## config.mk

```make
export PLATFORM = sky130hd
export DESIGN_NAME = winnerSelect
export DESIGN_NICKNAME = d
export VERILOG_FILES = /design/src/minerPkg.sv /design/src/winnerSelect.sv
export SDC_FILE = /design/constraint.sdc
export NUM_CORES = 1
export LEC_CHECK = 0
export BUFFER_PORTS_ARGS = -buffer_cell sky130_fd_sc_hd__buf_2
export CAP_MARGIN = 5
export CORE_AREA = 2 2 559 561
export CTS_BUF_LIST = sky130_fd_sc_hd__clkbuf_4 sky130_fd_sc_hd__clkbuf_8
export DETAILED_ROUTE_END_ITERATION = 12
export DIE_AREA = 0 0 561 563
export GPL_TIMING_DRIVEN = 1
export PLACE_DENSITY = 0.3
export SYNTH_ARGS = -nofsm -noshare
export SYNTH_HDL_FRONTEND = slang
export SYNTH_SLANG_ARGS = --single-unit
```

## constraint.sdc

```tcl
create_clock -name pulse -period 13.65 [get_ports pulse]
set_input_delay 1.365 -clock pulse [delete_from_list [all_inputs] [get_ports pulse]]
set_output_delay 1.365 -clock pulse [all_outputs]
set_load 0.01 [all_outputs]
```

## src/minerPkg.sv

```systemverilog
package minerPkg;

	localparam int LaneCount = 4;
	localparam int HashWidth = 256;
	localparam int NonceWidth = 32;

	// fixed block header fields
	localparam logic [31:0] Version = 32'h02000000;
	localparam logic [255:0] PrevBlock =
		256'h000000000000000000fc6ee494a6cc0b9c6a72ad53ad1ffccbd352536efd00af;
	localparam logic [255:0] MerkleRoot =
		256'h5b3c9d0e71a2f4486e0b1d93c7a85f2e4d16b03a9c2e7f5180d4a6b3e9f1c027;
	localparam logic [31:0] Timestamp = 32'h5840905C;
	localparam logic [31:0] Bits = 32'h1b0404cb;

	// difficulty 7 target
	localparam logic [255:0] EasiestTarget = {24'h0404CB, 232'd0};

	localparam logic [0:63][31:0] RoundK = {
		32'h428a2f98, 32'h71374491, 32'hb5c0fbcf, 32'he9b5dba5, 32'h3956c25b, 32'h59f111f1,
		32'h923f82a4, 32'hab1c5ed5, 32'hd807aa98, 32'h12835b01, 32'h243185be, 32'h550c7dc3,
		32'h72be5d74, 32'h80deb1fe, 32'h9bdc06a7, 32'hc19bf174, 32'he49b69c1, 32'hefbe4786,
		32'h0fc19dc6, 32'h240ca1cc, 32'h2de92c6f, 32'h4a7484aa, 32'h5cb0a9dc, 32'h76f988da,
		32'h983e5152, 32'ha831c66d, 32'hb00327c8, 32'hbf597fc7, 32'hc6e00bf3, 32'hd5a79147,
		32'h06ca6351, 32'h14292967, 32'h27b70a85, 32'h2e1b2138, 32'h4d2c6dfc, 32'h53380d13,
		32'h650a7354, 32'h766a0abb, 32'h81c2c92e, 32'h92722c85, 32'ha2bfe8a1, 32'ha81a664b,
		32'hc24b8b70, 32'hc76c51a3, 32'hd192e819, 32'hd6990624, 32'hf40e3585, 32'h106aa070,
		32'h19a4c116, 32'h1e376c08, 32'h2748774c, 32'h34b0bcb5, 32'h391c0cb3, 32'h4ed8aa4a,
		32'h5b9cca4f, 32'h682e6ff3, 32'h748f82ee, 32'h78a5636f, 32'h84c87814, 32'h8cc70208,
		32'h90befffa, 32'ha4506ceb, 32'hbef9a3f7, 32'hc67178f2
	};

	localparam logic [255:0] InitHash = {
		32'h6a09e667, 32'hbb67ae85, 32'h3c6ef372, 32'ha54ff53a,
		32'h510e527f, 32'h9b05688c, 32'h1f83d9ab, 32'h5be0cd19
	};

	typedef struct packed {
		logic valid;
		logic [NonceWidth-1:0] nonce;
	} laneJob;

	// hash is already byte reversed, compare as a plain number
	typedef struct packed {
		logic valid;
		logic [NonceWidth-1:0] nonce;
		logic [HashWidth-1:0] hash;
	} laneResult;

	typedef struct packed {
		logic done;
		logic hit;
	} batchStatus;

endpackage

```

## src/winnerSelect.sv

```systemverilog
`timescale 1ns/10ps

module winnerSelect (
	input logic pulse,
	input logic rst,
	input logic start,
	input logic [2:0] difficulty,
	input minerPkg::laneResult [minerPkg::LaneCount-1:0] results,
	output minerPkg::batchStatus status,
	output logic found,
	output minerPkg::laneResult winner
);

	logic [minerPkg::HashWidth-1:0] target;
	logic [minerPkg::HashWidth-1:0] winHash;
	logic [minerPkg::NonceWidth-1:0] winNonce;
	logic [minerPkg::LaneCount-1:0] allValid;
	logic [minerPkg::LaneCount-1:0] below;
	logic [$clog2(minerPkg::LaneCount)-1:0] pick;
	logic searching;

	// lowest lane under target wins
	always_comb
	begin
		pick = '0;
		for (int i = minerPkg::LaneCount - 1; i >= 0; i--)
		begin
			allValid[i] = results[i].valid;
			below[i] = results[i].hash < target;
			if (below[i])
				pick = $bits(pick)'(i);
		end
	end

	always_ff @(posedge pulse or negedge rst)
	begin
		if (!rst)
		begin
			searching <= 1'b0;
			found <= 1'b0;
			status <= '0;
		end
		else
		begin
			status <= '0;
			if (start && !searching)
			begin
				searching <= 1'b1;
				found <= 1'b0;
			end
			else if (allValid[0])
			begin
				status <= '{done: 1'b1, hit: |below};
				if (|below)
				begin
					searching <= 1'b0;
					found <= 1'b1;
				end
			end
		end
	end

	always_ff @(posedge pulse)
	begin
		// each difficulty step is one hex digit
		if (start && !searching)
			target <= minerPkg::EasiestTarget >> {3'd7 - difficulty, 2'b00};
		if (allValid[0] && |below)
		begin
			winNonce <= results[pick].nonce;
			winHash <= results[pick].hash;
		end
	end

	assign winner = '{valid: found, nonce: winNonce, hash: winHash};

	assert property (@(posedge pulse) disable iff (!rst) (allValid == '0) || (&allValid))
		else $error("lane results out of step");

endmodule

```

* After elaboration in Yosys (flattened, before gate mapping) *
Cells that the tools add are included.

cells by class
  add/subtract/negate cells = 1
  $mul = 0
  divide/modulo/power cells = 0
  $lt $le $gt $ge = 5
  eq/ne operators = 0
  shifts and indexed selects = 1
  muxes and demuxes = 14
  bitwise gates (word level) = 0
  reductions and logical operators = 7

operators with widths
  operator                 count
  $lt 256x256->1           4
  $bmux 289 s2             1
  $mux 288                 1
  $shr 251x5->256 const A  1
  $mux 2                   6
  $mux 1                   6
  $reduce_bool 2->1        2
  $reduce_or 4->1          1
  $lt 2x3->1 const B       1
  $sub 3x3->3 const A      1
  $logic_and 1x1->1        2
  $reduce_and 2->1         1
  $logic_not 1->1          1

word-level totals
  flip-flop bits (word level) = 548
  bits in latches = 0
  memory bits (writable) = 0
  memory bits (read-only) = 0
  input bits = 1162
  output and inout port bits = 292
  word-level logic and storage cells = 35
  memories = 0

* Longest topological paths before layout *
Gate-level depths: netlist of run 1.

  depth in word-level cells = 7
  gate-level depth with buffers = 14
  depth with buffers taken out = 10

* Worst setup path before layout of run 1 *
No wires, ideal clock.

  path type = input port to flip-flop
  from = in results[1105] (netlist name)
  to = reg searching
  library setup time = 0.467 ns
  arrival time = 10.043 ns
  required time = 13.183 ns
  slack = 3.140 ns
  stages = 9
  buffers on the path = 0
  cells stage by stage = ha_1 > nor4_1 > a21oi_1 > or3_1 > a21o_1 > o31ai_1 > nand2b_1 > o31a_1 > o21ai_0

on the way
  word-level cells in the longest chain between the ends = 4

RTL lines
  item                                line                source
  start, declared                     winnerSelect.sv:8   input minerPkg::laneResult [minerPkg::LaneCount-1:0] results,
  $lt 256x256->1                      winnerSelect.sv:29  below[i] = results[i].hash < target;
  $reduce_or 4->1                     winnerSelect.sv:54  if (|below)
  $reduce_bool 2->1 (no source line)  -
  $reduce_and 2->1 (no source line)   -
  end signal, assigned                winnerSelect.sv:39  searching <= 1'b0;
  end signal, assigned                winnerSelect.sv:48  searching <= 1'b1;
  end signal, assigned                winnerSelect.sv:56  searching <= 1'b0;
  end, declared                       winnerSelect.sv:20  logic searching;

No other way between the ends.
A chain may end at the register's enable or synchronous reset.

* Worst setup path after layout of run 1 *
  from = reg target[238] (netlist name)
  to = reg winHash[36] (netlist name), data pin

on the way
  word-level cells in the longest chain between the ends = 7
  elaborated cells between the ends (all ways) = 10
  those cells by class = 4 x order compare; 6 x mux

RTL lines
  item                                line                source
  start, declared                     winnerSelect.sv:14  logic [minerPkg::HashWidth-1:0] target;
  start signal, assigned              winnerSelect.sv:67  target <= minerPkg::EasiestTarget >> {3'd7 - difficulty, 2'b00};
  $lt 256x256->1                      winnerSelect.sv:29
  $mux 2 (3 in series)                winnerSelect.sv:30  if (below[i])
  $mux 2 (*)                          winnerSelect.sv:30
  $bmux 289 s2 (*)                    winnerSelect.sv:71  winHash <= results[pick].hash;
  $mux 288 (not written as such) (*)  winnerSelect.sv:71
  end signal, assigned                winnerSelect.sv:71
  end, declared                       winnerSelect.sv:15  logic [minerPkg::HashWidth-1:0] winHash;

Mark *: on every way between the ends. The rest lies on a longest branch, timed or not. The select of a mux whose other input is x is not followed.

==> results.ini, run 1 <==
[yosys]
synth-edff-count = 309
top_cell_type_s_share_of_synthesized_area_pct = 42.7
netlist_top_cells_count = sky130_fd_sc_hd__a21oi_1 (327), sky130_fd_sc_hd__edfxtp_1 (309), sky130_fd_sc_hd__o221ai_1 (284), sky130_fd_sc_hd__a2bb2oi_2 (220), sky130_fd_sc_hd__ha_1 (149)
netlist.top_cell.by_area = sky130_fd_sc_hd__edfxtp_1
synth.distinct_cells = 49
ffs_latches_synth = 313
synthesis.instances = 1821
synth_most_common_cell = sky130_fd_sc_hd__a21oi_1
post_synthesis_cell_area_sq_mm = 0.0217
synth_seq_area_share_pct = 43.1
synth.yosys.warnings = 0
ys_async_sr_fraction_pct = 1.28
syn-num-nets = 3132
syn_area_per_cell_sq_um = 11.9
synth.area.top_cells = sky130_fd_sc_hd__edfxtp_1 (43%), sky130_fd_sc_hd__a2bb2oi_2 (15%), sky130_fd_sc_hd__o221ai_1 (11%), sky130_fd_sc_hd__ha_1 (8.6%), sky130_fd_sc_hd__a21oi_1 (7.5%)
synth-main-ff-cell = sky130_fd_sc_hd__edfxtp_1

[worst_setup_path]
reg2reg_to = winHash[36]$_DFFE_PP_
cp_max_fo = 55
crit_end = winHash[36]$_DFFE_PP_
worstRegToRegCells = 13
setup.worst_path.start = target[238]$_SDFFCE_PN0P_
arrival_ns = 7.49
worst-setup-path-type = reg -> reg
cp.required_ns = 14.42
r2r_setup_slk_ns = 6.93
regToRegStartpoint = target[238]$_SDFFCE_PN0P_
worst_setup_path_end_kind = register
setup.worst_path.start_class = register

[global_routing]
initial_antenna_violation_count = 348
grt_pass1_wl_um = 331000
global_route.overflow_total = 0
grt_start_max_net_pins = 111
global_route_usage_over_all_layers_pct = 16.7
first_global_vias = 25591

[pwr]
seqPwrFrac_pct = 34.4
switching_share_pct = 34.4
p_per_area_mw_per_mm2 = 91.1
power.switching_mw = 1.12
share_clk_of_total_power_pct = 42.7
internal_power_mw = 2.13
totalPowerFinal_mw = 3.24
p_leak_nw = 13.6
comb_power_share_pct = 22.9
irDropWorstVdd_mv = 0.0574

[timing]
period_minus_slack_ns = 6.72
peak_freq_ghz = 0.149
relSlewSlack_pct = 22.8
setup_violations = 0
tightest_slew_ns = 1.16
setup-tns-final_ns = 0
setup_repair_after_global_routing_missed_its_margin = no
worst_skew_ns = 0.129
finalMaxSlewViolations = 0
finalCritPeriodShare_pct = 49.2
finalHoldViolCount = 0

[layout]
post_route_cells_drive_above_1_share_pct = 56.8
nFillCells = 36052
fin_nets = 4524
area_growth_syn_to_layout_pct = 63.7
fin_area_sq_mm = 0.0356

[clocking]
cts_hold_repair.buffers = 0
postCtsSetupBuffers = 0
clk-insertion-delay-late_ns = 0.93
clk_transition_reported_paths_ns = 0.07
largest_buffer_count_on_any_clock_path = 4
clock_tree.htree_level_count = 3
cts_tree = done
cts_sinks = 313
cts_resized = 0
clock_tree.root_cell = sky130_fd_sc_hd__clkbuf_8
cts_buffers = 87

[detailed_routing]
dr.pass1.iters = 5
wl_um = 276000
routed_via_density = 3.50
route.detailed.drc = 0
postRouteAntennaNets = 0
vias = 26346
drtIter0Drc = 1971
wl_per_cell_um = 36.7

[floorplanning]
io_pins = 1454
die-area_sq_mm = 0.316
rows = 205
overall_die_height_um = 563
width_of_the_die_um = 561
initial_core_util_pct = 7.01
coreArea_sq_mm = 0.310

[placement]
place_hpwl_um = 238000
port-buffer-count = 1450
postPlaceCellArea_sq_mm = 0.0337
gpl.final_weighted_congestion = 0.955

[run]
maxCapViolations = 0

[min_path]
hold_class = in -> async

[run_status]
outcome = finished clean

[flip-flops by register name, indices dropped and copies added (netlist names)]
register	count
winHash	256
status	2
target	21
found	1
winNonce	32
searching	1
[cell families after synthesis]
family | after synthesis | synth area share, %
fa+ha+maj | 149 | 8.57
flops | 313 | 43.1
buf+inv | 217 | 5.02
simple gates | 159 | 3.80
compound gates | 983 | 39.5
[metrics by stage]
stage,hold WS (ns),util (%),worst slack (ns),instances
after CTS,0.226,11.4,6.72,7418
after global routing,0.253,11.4,6.81,7456
after global placement,0.525,10.8,5.89,7264
after floorplan,0.505,-,3.14,1821
after detailed placement,0.536,10.8,5.89,7264
final,0.352,11.5,6.93,7526
[how the worst min path moves through the flow]
stage                                from                    end  slack (ns)  cells past startpoint
finish                                rst    status[0]$_DFF_PN0_        0.35                      1
global route                          rst    status[0]$_DFF_PN0_        0.25                      1
CTS                                   rst    status[0]$_DFF_PN0_        0.23                      1
detailed placement  searching$_DFFE_PN0P_  searching$_DFFE_PN0P_        0.54                      2
global placement    searching$_DFFE_PN0P_  searching$_DFFE_PN0P_        0.52                      2
floorplan           searching$_DFFE_PN0P_  searching$_DFFE_PN0P_        0.50                      2
[worst max-delay path: stages (launching register included)]
cell and delay, ns:
sky130_fd_sc_hd__edfxtp_1 0.49, sky130_fd_sc_hd__inv_1 0.21, sky130_fd_sc_hd__ha_1 0.34, sky130_fd_sc_hd__nand4_1 0.13, sky130_fd_sc_hd__nor4_2 0.88, sky130_fd_sc_hd__nand2_1 0.36
sky130_fd_sc_hd__a211oi_1 0.57, sky130_fd_sc_hd__o31ai_1 0.24, sky130_fd_sc_hd__nand2_4 0.46, sky130_fd_sc_hd__buf_4 0.79, sky130_fd_sc_hd__buf_4 0.48, sky130_fd_sc_hd__buf_4 0.61
sky130_fd_sc_hd__o221ai_1 0.64, sky130_fd_sc_hd__a2bb2oi_1 0.32
[layout make-up]
| type | instances | area, sq um | share of cell area (%) |
|---|---|---|---|
| clock inverter | 39 | 234 | 0.657 |
| timing repair buffer | 1494 | 7650 | 21.5 |
| inverter | 26 | 97.6 | 0.274 |
| antenna | 108 | 270 | 0.759 |
| sequential | 313 | 9380 | 26.3 |
| tap | 4140 | 5180 | 14.6 |
| clock buffer | 115 | 1430 | 4.02 |
| multi-input combinational | 1291 | 11400 | 31.9 |
[power by group through the flow]
stage | registers (mW) | logic, mW | clock network [mW]
final | 1.11 | 0.741 | 1.39
after global routing | 1.12 | 0.800 | 1.49
after CTS | 1.12 | 0.756 | 1.47
after detailed placement | 1.14 | 0.751 | 0
after global placement | 1.14 | 0.754 | 0
after floorplan | 1.14 | 0.305 | 0
[cells in the final DEF (no fill, tap or decap), types with 26 or more instances in the layout]
cell type and n:
sky130_fd_sc_hd__buf_2 1450, sky130_fd_sc_hd__a21oi_1 327, sky130_fd_sc_hd__edfxtp_1 309, sky130_fd_sc_hd__o221ai_1 284
sky130_fd_sc_hd__a2bb2oi_2 221, sky130_fd_sc_hd__ha_1 149, sky130_fd_sc_hd__diode_2 108, sky130_fd_sc_hd__clkbuf_8 91
sky130_fd_sc_hd__a2bb2oi_1 63, sky130_fd_sc_hd__buf_4 39, sky130_fd_sc_hd__nand2_1 36, sky130_fd_sc_hd__o21ai_0 35
sky130_fd_sc_hd__nor2_1 29, sky130_fd_sc_hd__inv_1 26
[layer usage]
metal	global-route usage (%)	vias to the layer above	part of all wire (%)
li1	-	10709	-
met1	19.4	12960	39
met2	26.9	1952	45
met3	8.24	601	12
met4	5.05	124	3.7
met5	0	-	0.29
No activity file was read; power rests on OpenSTA's default activity.
==> inputs of run 2 (changes only) <==
==> constraint.sdc (replaced) <==
create_clock -name pulse -period 7 [get_ports pulse]
set_input_delay 0.7 -clock pulse [delete_from_list [all_inputs] [get_ports pulse]]
set_output_delay 0.7 -clock pulse [all_outputs]
set_load 0.01 [all_outputs]
==> run 2 against run 1 <==
Compared with the run above: via count increased by 3.2%; largest power group unchanged; design area increased by 3.2%; count of clock-buffer cells in the layout decreased by 2; critical endpoint is now winNonce[11]$_DFFE_PP_; critical path type unchanged; clock power increased by 89%; total power increased by 94%; critical path depth unchanged; final cell count increased by 1.7%; worst setup slack got worse by 5.8 ns.
==> results.ini, run 2 (synthesis gave the netlist of run 1 again) <==
[run_status]
outcome = finished clean  ; unchanged

[global_routing]
grt_start_max_net_pins = 95  ; was 111
initial_antenna_violation_count = 356  ; was 348
global_route.overflow_total = 0  ; unchanged
first_global_vias = 26367  ; was 25591
global_route_usage_over_all_layers_pct = 16.8  ; was 16.7%
grt_pass1_wl_um = 334000  ; was 331000 um

[timing]
period_minus_slack_ns = 5.85  ; was 6.72 ns
finalHoldViolCount = 0  ; unchanged
peak_freq_ghz = 0.171  ; was 0.149 GHz
finalMaxSlewViolations = 0  ; unchanged
setup-tns-final_ns = 0  ; unchanged
relSlewSlack_pct = 12.5  ; was 22.8%
tightest_slew_ns = 1.31  ; was 1.16 ns
worst_skew_ns = 0.0857  ; was 0.129 ns
setup_repair_after_global_routing_missed_its_margin = no  ; unchanged
setup_violations = 0  ; unchanged
finalCritPeriodShare_pct = 83.5  ; was 49.2%

[detailed_routing]
route.detailed.drc = 0  ; unchanged
postRouteAntennaNets = 0  ; unchanged
routed_via_density = 3.55  ; was 3.50
drtIter0Drc = 2369  ; was 1971
vias = 27197  ; was 26346
wl_per_cell_um = 36.3  ; was 36.7 um
dr.pass1.iters = 5  ; unchanged
wl_um = 278000  ; was 276000 um

[floorplanning]
width_of_the_die_um = 561  ; unchanged
die-area_sq_mm = 0.316  ; unchanged
initial_core_util_pct = 7.01  ; unchanged
coreArea_sq_mm = 0.310  ; unchanged
io_pins = 1454  ; unchanged
rows = 205  ; unchanged
overall_die_height_um = 563  ; unchanged

[layout]
max_flop_register = winHash  ; unchanged
most-common-layout-cells = sky130_fd_sc_hd__buf_2 (1450), sky130_fd_sc_hd__a21oi_1 (327), sky130_fd_sc_hd__edfxtp_1 (309), sky130_fd_sc_hd__o221ai_1 (284), sky130_fd_sc_hd__a2bb2oi_2 (220)  ; was sky130_fd_sc_hd__buf_2 (1450), sky130_fd_sc_hd__a21oi_1 (327), sky130_fd_sc_hd__edfxtp_1 (309), sky130_fd_sc_hd__o221ai_1 (284), sky130_fd_sc_hd__a2bb2oi_2 (221)
finish.utilization_pct = 11.8  ; was 11.5%
fin_nets = 4612  ; was 4524
flip_flop_count_of_the_largest_register_after_layout = 256  ; unchanged
layout.cells.most_common = sky130_fd_sc_hd__buf_2  ; unchanged
post_route_cells_drive_above_1_share_pct = 56.2  ; was 56.8%
area_growth_syn_to_layout_pct = 69.0  ; was 63.7%
reg.largest.list = winHash: 256 flops, winNonce: 32 flops, target: 21 flops  ; unchanged

[clocking]
cts_buffers = 83  ; was 87
clk_transition_reported_paths_ns = 0.06  ; was 0.07 ns
cts_hold_repair.buffers = 62  ; was 0
clock_tree.htree_level_count = 3  ; unchanged
cts_sinks = 313  ; unchanged
postCtsSetupBuffers = 0  ; unchanged
clock_tree.root_cell = sky130_fd_sc_hd__clkbuf_8  ; unchanged
cts_resized = 0  ; unchanged
clk-insertion-delay-late_ns = 0.90  ; was 0.93 ns
cts_tree = done  ; unchanged
largest_buffer_count_on_any_clock_path = 4  ; unchanged

[worst_setup_path]
setup.worst_path.start_class = register  ; unchanged
worst-setup-path-type = reg -> reg  ; unchanged
reg2reg_to = winNonce[11]$_DFFE_PP_  ; was winHash[36]$_DFFE_PP_
worst_setup_path_end_kind = register  ; unchanged
arrival_ns = 6.60  ; was 7.49 ns
r2r_setup_slk_ns = 1.15  ; was 6.93 ns
worstRegToRegCells = 13  ; unchanged
crit_end = winNonce[11]$_DFFE_PP_  ; was winHash[36]$_DFFE_PP_
cp.required_ns = 7.75  ; was 14.42 ns
regToRegStartpoint = target[242]$_SDFFCE_PN0P_  ; was target[238]$_SDFFCE_PN0P_
cp_max_fo = 32  ; was 55
setup.worst_path.start = target[242]$_SDFFCE_PN0P_  ; was target[238]$_SDFFCE_PN0P_

[min_path]
hold_class = in -> reg  ; was in -> async
worstHoldStart = results[54]

[placement]
port-buffer-count = 1450  ; unchanged
place_hpwl_um = 240000  ; was 238000 um
gpl.final_weighted_congestion = 0.958  ; was 0.955

[run]
maxCapViolations = 0  ; unchanged

[pwr]
p_leak_nw = 14.1  ; was 13.6 nW
irDropWorstVdd_mv = 0.0961  ; was 0.0574 mV
p_per_area_mw_per_mm2 = 171  ; was 91.1 mW/mm^2

run 2: cell types whose count changed in the layout (fill, tap and decap cells not counted), moves of 4 or more:
cell	delta
sky130_fd_sc_hd__buf_4	+13
sky130_fd_sc_hd__diode_2	+44
sky130_fd_sc_hd__dlygate4sd3_1	+62
sky130_fd_sc_hd__clkinv_1	-6
sky130_fd_sc_hd__clkinv_2	-4
sky130_fd_sc_hd__buf_12	+17
run 2: worst min path at each step:
stage,end,slack (ns),depth (start not counted)
2_1_floorplan,found$_DFFE_PN0P_,0.40,0
3_3_place_gp,searching$_DFFE_PN0P_,0.51,1
3_5_place_dp,found$_DFFE_PN0P_,0.52,1
4_1_cts,winHash[82]$_DFFE_PP_,0.001,2
5_1_grt,winHash[54]$_DFFE_PP_,0.04,2
6_report,winHash[54]$_DFFE_PP_,0.15,2
run 2: final cells by class:
class	count	area, sq um
Antenna cell	152	380
Clock buffer	113	1400
Clock inverter	32	254
Fill cell	36017	274000
Inverter	26	97.6
Multi-Input combinational cell	1291	11400
Sequential cell	313	9380
Tap cell	4140	5180
Timing Repair Buffer	1586	8710
run 2: per-stage QoR:
stage                     power [mW]  cells  instance area (sq um)  setup WS (ns)  hold WS (ns)
after floorplan                 2.81   1821                  21700          0.668         0.404
after global placement          3.66   7294                  34100           1.28         0.512
after detailed placement        3.66   7294                  34100           1.35         0.515
after CTS                       6.44   7501                  36400           1.19       0.00137
after global routing            6.59   7560                  36500           1.20        0.0445
final                           6.27   7653                  36800           1.15         0.150
run 2: where the power goes:
part	internal (mW)	switching [mW]	leakage [nW]	total, mW
logic	0.634	0.839	10.4	1.47
registers	2.15	0.0273	2.84	2.17
clock network	1.43	1.19	0.871	2.63
run 2: critical path: stages (launching register included):
cell and delay [ns]:
sky130_fd_sc_hd__edfxtp_1 0.49, sky130_fd_sc_hd__inv_1 0.28, sky130_fd_sc_hd__ha_1 0.31, sky130_fd_sc_hd__o21a_1 0.11, sky130_fd_sc_hd__o31a_1 0.24, sky130_fd_sc_hd__o31ai_1 1.03
sky130_fd_sc_hd__nand3_1 0.19, sky130_fd_sc_hd__a21oi_2 0.28, sky130_fd_sc_hd__o21a_4 0.59, sky130_fd_sc_hd__o21ba_4 0.86, sky130_fd_sc_hd__buf_12 0.33, sky130_fd_sc_hd__buf_4 0.28
sky130_fd_sc_hd__a2bb2oi_2 0.13, sky130_fd_sc_hd__dlygate4sd3_1 0.55
run 2: metal layers:
metal | track usage (%) | share of wire [%] | vias up
met5 | 0 | 0.29 | -
met4 | 5.54 | 4.0 | 124
met3 | 8.13 | 12 | 601
met2 | 26.0 | 43 | 2056
met1 | 20.2 | 40 | 13483
li1 | - | - | 10933
==> inputs of run 3 (changes only) <==
--- a/config.mk
+++ b/config.mk
@@ -5,14 +5,15 @@
 export SDC_FILE = /design/constraint.sdc
 export NUM_CORES = 1
 export LEC_CHECK = 0
+export ABC_AREA = 1
 export BUFFER_PORTS_ARGS = -buffer_cell sky130_fd_sc_hd__buf_2
 export CAP_MARGIN = 5
-export CORE_AREA = 2 2 559 561
+export CORE_AREA = 2 2 560 562
 export CTS_BUF_LIST = sky130_fd_sc_hd__clkbuf_4 sky130_fd_sc_hd__clkbuf_8
 export DETAILED_ROUTE_END_ITERATION = 12
-export DIE_AREA = 0 0 561 563
+export DIE_AREA = 0 0 562 564
 export GPL_TIMING_DRIVEN = 1
-export PLACE_DENSITY = 0.3
+export PLACE_DENSITY = 0.31
 export SYNTH_ARGS = -nofsm -noshare
 export SYNTH_HDL_FRONTEND = slang
 export SYNTH_SLANG_ARGS = --single-unit
==> constraint.sdc (replaced) <==
create_clock -name pulse -period 5.2 [get_ports pulse]
set_input_delay 0.52 -clock pulse [delete_from_list [all_inputs] [get_ports pulse]]
set_output_delay 0.52 -clock pulse [all_outputs]
set_load 0.01 [all_outputs]
==> run 3 against run 2 <==
Compared with the run above: clock skew shrank 0.023 ns; critical path depth is 3 higher; register-to-register slack got worse by 0.84 ns; largest power group unchanged; total power up 41%; sequential power increased by 33%; global-route usage shrank 0.96 points; final cell count up 41%; fmax grew 20%; synthesized cell count grew 150%; design area is 35% higher.
==> results.ini, run 3 <==
[timing]
relSlewSlack_pct = 56.2  ; was 12.5%
setup_violations = 0  ; unchanged
timing.hold.ws_ns = 0.131  ; was 0.150 ns
peak_freq_ghz = 0.205  ; was 0.171 GHz
worst_skew_ns = 0.0631  ; was 0.0857 ns
finalHoldViolCount = 0  ; unchanged
finalCritPeriodShare_pct = 94.0  ; was 83.5%
period_minus_slack_ns = 4.89  ; was 5.85 ns
tightest_slew_ns = 0.657  ; was 1.31 ns
finalMaxSlewViolations = 0  ; unchanged
setup_repair_after_global_routing_missed_its_margin = no  ; unchanged

[detailed_routing]
routed_via_density = 3.59  ; was 3.55
wl_met3_um = 31100  ; was 34000 um
met1_length_um = 102000  ; was 112000 um
vias = 38672  ; was 27197
route.detailed.drc = 0  ; unchanged
drtIter0Drc = 2391  ; was 2369
wl_um = 262000  ; was 278000 um
postRouteAntennaNets = 0  ; unchanged
dr.pass1.iters = 5  ; unchanged
highest-signal-layer = met5  ; unchanged
wl_per_cell_um = 24.3  ; was 36.3 um
met2_length_um = 119000  ; was 120000 um

[yosys]
syn-num-nets = 5776  ; was 3132
ys_async_sr_fraction_pct = 1.28  ; unchanged
syn_area_per_cell_sq_um = 6.41  ; was 11.9 sq um
netlist.top_cell.by_area = sky130_fd_sc_hd__edfxtp_1  ; unchanged
top_cell_type_s_share_of_synthesized_area_pct = 32.4  ; was 42.7%
synthesis.instances = 4465  ; was 1821
synth_seq_area_share_pct = 32.7  ; was 43.1%
synth-main-ff-cell = sky130_fd_sc_hd__edfxtp_1  ; unchanged
synth.distinct_cells = 37  ; was 49
synth.yosys.warnings = 0  ; unchanged
ffs_latches_synth = 313  ; unchanged
post_synthesis_cell_area_sq_mm = 0.0286  ; was 0.0217 sq mm
synth_most_common_cell = sky130_fd_sc_hd__inv_1  ; was sky130_fd_sc_hd__a21oi_1
synth.area.top_cells = sky130_fd_sc_hd__edfxtp_1 (32%), sky130_fd_sc_hd__nand3_1 (20%), sky130_fd_sc_hd__inv_1 (16%), sky130_fd_sc_hd__nand2_1 (14%), sky130_fd_sc_hd__ha_1 (6.5%)  ; was sky130_fd_sc_hd__edfxtp_1 (43%), sky130_fd_sc_hd__a2bb2oi_2 (15%), sky130_fd_sc_hd__o221ai_1 (11%), sky130_fd_sc_hd__ha_1 (8.6%), sky130_fd_sc_hd__a21oi_1 (7.5%)
netlist_top_cells_count = sky130_fd_sc_hd__inv_1 (1233), sky130_fd_sc_hd__nand3_1 (1160), sky130_fd_sc_hd__nand2_1 (1074), sky130_fd_sc_hd__edfxtp_1 (309), sky130_fd_sc_hd__buf_2 (161)  ; was sky130_fd_sc_hd__a21oi_1 (327), sky130_fd_sc_hd__edfxtp_1 (309), sky130_fd_sc_hd__o221ai_1 (284), sky130_fd_sc_hd__a2bb2oi_2 (220), sky130_fd_sc_hd__ha_1 (149)
synth-edff-count = 309  ; unchanged

[worst_setup_path]
cp_cell_sequence = clkinvlp_4, buf_4, ha_1, nand3_1, nor2_1, nand3_1, nor2_4, nand3_1, nand3_4, buf_12, buf_4, nand3_1, nand3_1, dlygate4sd3_1, nand2_1, dlygate4sd3_1  ; was inv_1, ha_1, o21a_1, o31a_1, o31ai_1, nand3_1, a21oi_2, o21a_4, o21ba_4, buf_12, buf_4, a2bb2oi_2, dlygate4sd3_1
critPathMaxStageDelay_ns = 0.55  ; was 1.03 ns
cp.required_ns = 5.83  ; was 7.75 ns
cell_seen_most_often_among_critical_path_stages = sky130_fd_sc_hd__nand3_1
regToRegStartpoint = target[250]$_SDFFCE_PN0P_  ; was target[242]$_SDFFCE_PN0P_
cp_max_fo = 85  ; was 32
arrival_ns = 5.51  ; was 6.60 ns
setup.worst_path.start = target[250]$_SDFFCE_PN0P_  ; was target[242]$_SDFFCE_PN0P_
setup.worst_path.start_class = register  ; unchanged
critical_path.slowest_cell = sky130_fd_sc_hd__dlygate4sd3_1  ; was sky130_fd_sc_hd__o31ai_1
worst-setup-path-type = reg -> reg  ; unchanged
worst_setup_path_end_kind = register  ; unchanged

[run_status]
outcome = finished clean  ; unchanged

[layout]
most-common-layout-cells = sky130_fd_sc_hd__buf_2 (1450), sky130_fd_sc_hd__inv_1 (1231), sky130_fd_sc_hd__nand3_1 (1158), sky130_fd_sc_hd__nand2_1 (1074), sky130_fd_sc_hd__dlygate4sd3_1 (621)  ; was sky130_fd_sc_hd__buf_2 (1450), sky130_fd_sc_hd__a21oi_1 (327), sky130_fd_sc_hd__edfxtp_1 (309), sky130_fd_sc_hd__o221ai_1 (284), sky130_fd_sc_hd__a2bb2oi_2 (220)
nFillCells = 36544  ; was 36017
layout.cells.most_common = sky130_fd_sc_hd__buf_2  ; unchanged
max_flop_register = winHash  ; unchanged
area_growth_syn_to_layout_pct = 72.8  ; was 69.0%
fin_nets = 7834  ; was 4612
post_route_cells_drive_above_1_share_pct = 26.7  ; was 56.2%
reg.largest.list = winHash: 256 flops, winNonce: 32 flops, target: 21 flops  ; unchanged
fin_area_sq_mm = 0.0495  ; was 0.0368 sq mm
final_cells = 10785  ; was 7653
flip_flop_count_of_the_largest_register_after_layout = 256  ; unchanged

[pwr]
totalPowerFinal_mw = 8.88  ; was 6.27 mW
p_leak_nw = 26.2  ; was 14.1 nW
irDropWorstVdd_mv = 0.187  ; was 0.0961 mV
p_per_area_mw_per_mm2 = 179  ; was 171 mW/mm^2

[floorplanning]
initial_core_util_pct = 9.21  ; was 7.01%
overall_die_height_um = 564  ; was 563 um
width_of_the_die_um = 562  ; was 561 um
io_pins = 1454  ; unchanged
die-area_sq_mm = 0.317  ; was 0.316 sq mm
coreArea_sq_mm = 0.311  ; was 0.310 sq mm
rows = 205  ; unchanged

[run]
maxCapViolations = 0  ; unchanged

[clocking]
clock_tree.root_cell = sky130_fd_sc_hd__clkbuf_8  ; unchanged
clk_transition_reported_paths_ns = 0.06  ; about the same
cts_sinks = 313  ; unchanged
clock_tree.htree_level_count = 3  ; unchanged
cts_buffers = 86  ; was 83
cts_tree = done  ; unchanged
clk-insertion-delay-late_ns = 0.91  ; was 0.90 ns
largest_buffer_count_on_any_clock_path = 4  ; unchanged

[global_routing]
first_global_vias = 38537  ; was 26367
grt_pass1_wl_um = 340000  ; was 334000 um
global_route_usage_over_all_layers_pct = 15.8  ; was 16.8%
grt_start_max_net_pins = 87  ; was 95
global_route.overflow_total = 0  ; unchanged
initial_antenna_violation_count = 252  ; was 356

[placement]
port-buffer-count = 1450  ; unchanged
place_hpwl_um = 223000  ; was 240000 um
gpl.final_weighted_congestion = 0.928  ; was 0.958
postPlaceCellArea_sq_mm = 0.0412  ; was 0.0341 sq mm
post-place-cells = 9940  ; was 7294

[min_path]
worstHoldStart = results[735]  ; was results[54]
hold_class = in -> reg  ; unchanged

## run 3: cell count changes after synthesis, sizes merged, moves of 157 or more
cell,before,now
a21oi,328,61
a2bb2oi,284,0
o221ai,284,0
buf,70,227
inv,26,1238
nand3,8,1161
nand2,37,1078
## run 3: path summary, 6_finish.rpt
| kind | to | slack (ns) | depth (start not counted) |
|---|---|---|---|
| worst min register to register | searching$_DFFE_PN0P_ | 0.53 | 2 |
| worst min-delay path | winHash[157]$_DFFE_PP_ | 0.13 | 5 |
| min in group asynchronous | searching$_DFFE_PN0P_ | 0.70 | 3 |
| max in group asynchronous | status[1]$_DFF_PN0_ | 4.34 | 3 |
| worst max register to register | winHash[162]$_DFFE_PP_ | 0.31 | 16 |
| worst max-delay path | winHash[162]$_DFFE_PP_ | 0.31 | 16 |
## run 3: worst max-delay path: cells and delay by family, from the launching register on
kind / cells / cell delay [ns]
flops: 1 / 0.37
fa+ha+maj: 1 / 0.32
buf+inv: 6 / 2.34
simple gates: 9 / 1.50
## run 3: what timing repair did
action                                  CTS  global route
hold buffers                            621             0
setup buffers                             0            13
gates resized for setup                   0             5
endpoints found under the setup margin    0            57
endpoints found under the hold margin   260             0
## run 3: final cells by class
type                       count  area, sq um  share of cell area (%)
clock buffer                 107         1340                    2.71
tap                         4140         5180                    10.5
clock inverter                40          402                   0.812
inverter                    1238         4650                    9.40
multi-input combinational   2661        13100                    26.5
antenna                       63          158                   0.319
timing repair buffer        2223        15200                    30.8
sequential                   313         9380                    19.0
## run 3: per-stage QoR
stage	setup WS (ns)	setup TNS, ns	util [%]
after detailed placement	0.779	0	13.2
after CTS	0.0120	0	15.8
after global placement	0.821	0	13.2
final	0.314	0	15.9
after global routing	0.00819	0	15.9
after floorplan	-1.23	-353.56	-
## run 3: layer usage
layer	vias up	global-route usage, %
li1	17983	-
met1	18275	17.9
met2	1703	26.2
met3	549	7.94
met4	162	4.33
met5	-	0
## run 3: kinds of logic after synthesis
family / count (synthesis) / share of synthesized area, %
and+or+nand+nor: 2412 / 37.2
DFF: 313 / 32.7
buffers and inverters: 1491 / 21.7
adders and majority gates: 149 / 6.51
AOI/OAI and AO/OA: 100 / 1.89
## run 3: power by group
group	switching [mW]	leakage (nW)	total (mW)	internal (mW)
Combinational	1.23	22.4	2.26	1.03
Clock	1.66	0.911	3.74	2.08
Sequential	0.0209	2.84	2.88	2.86
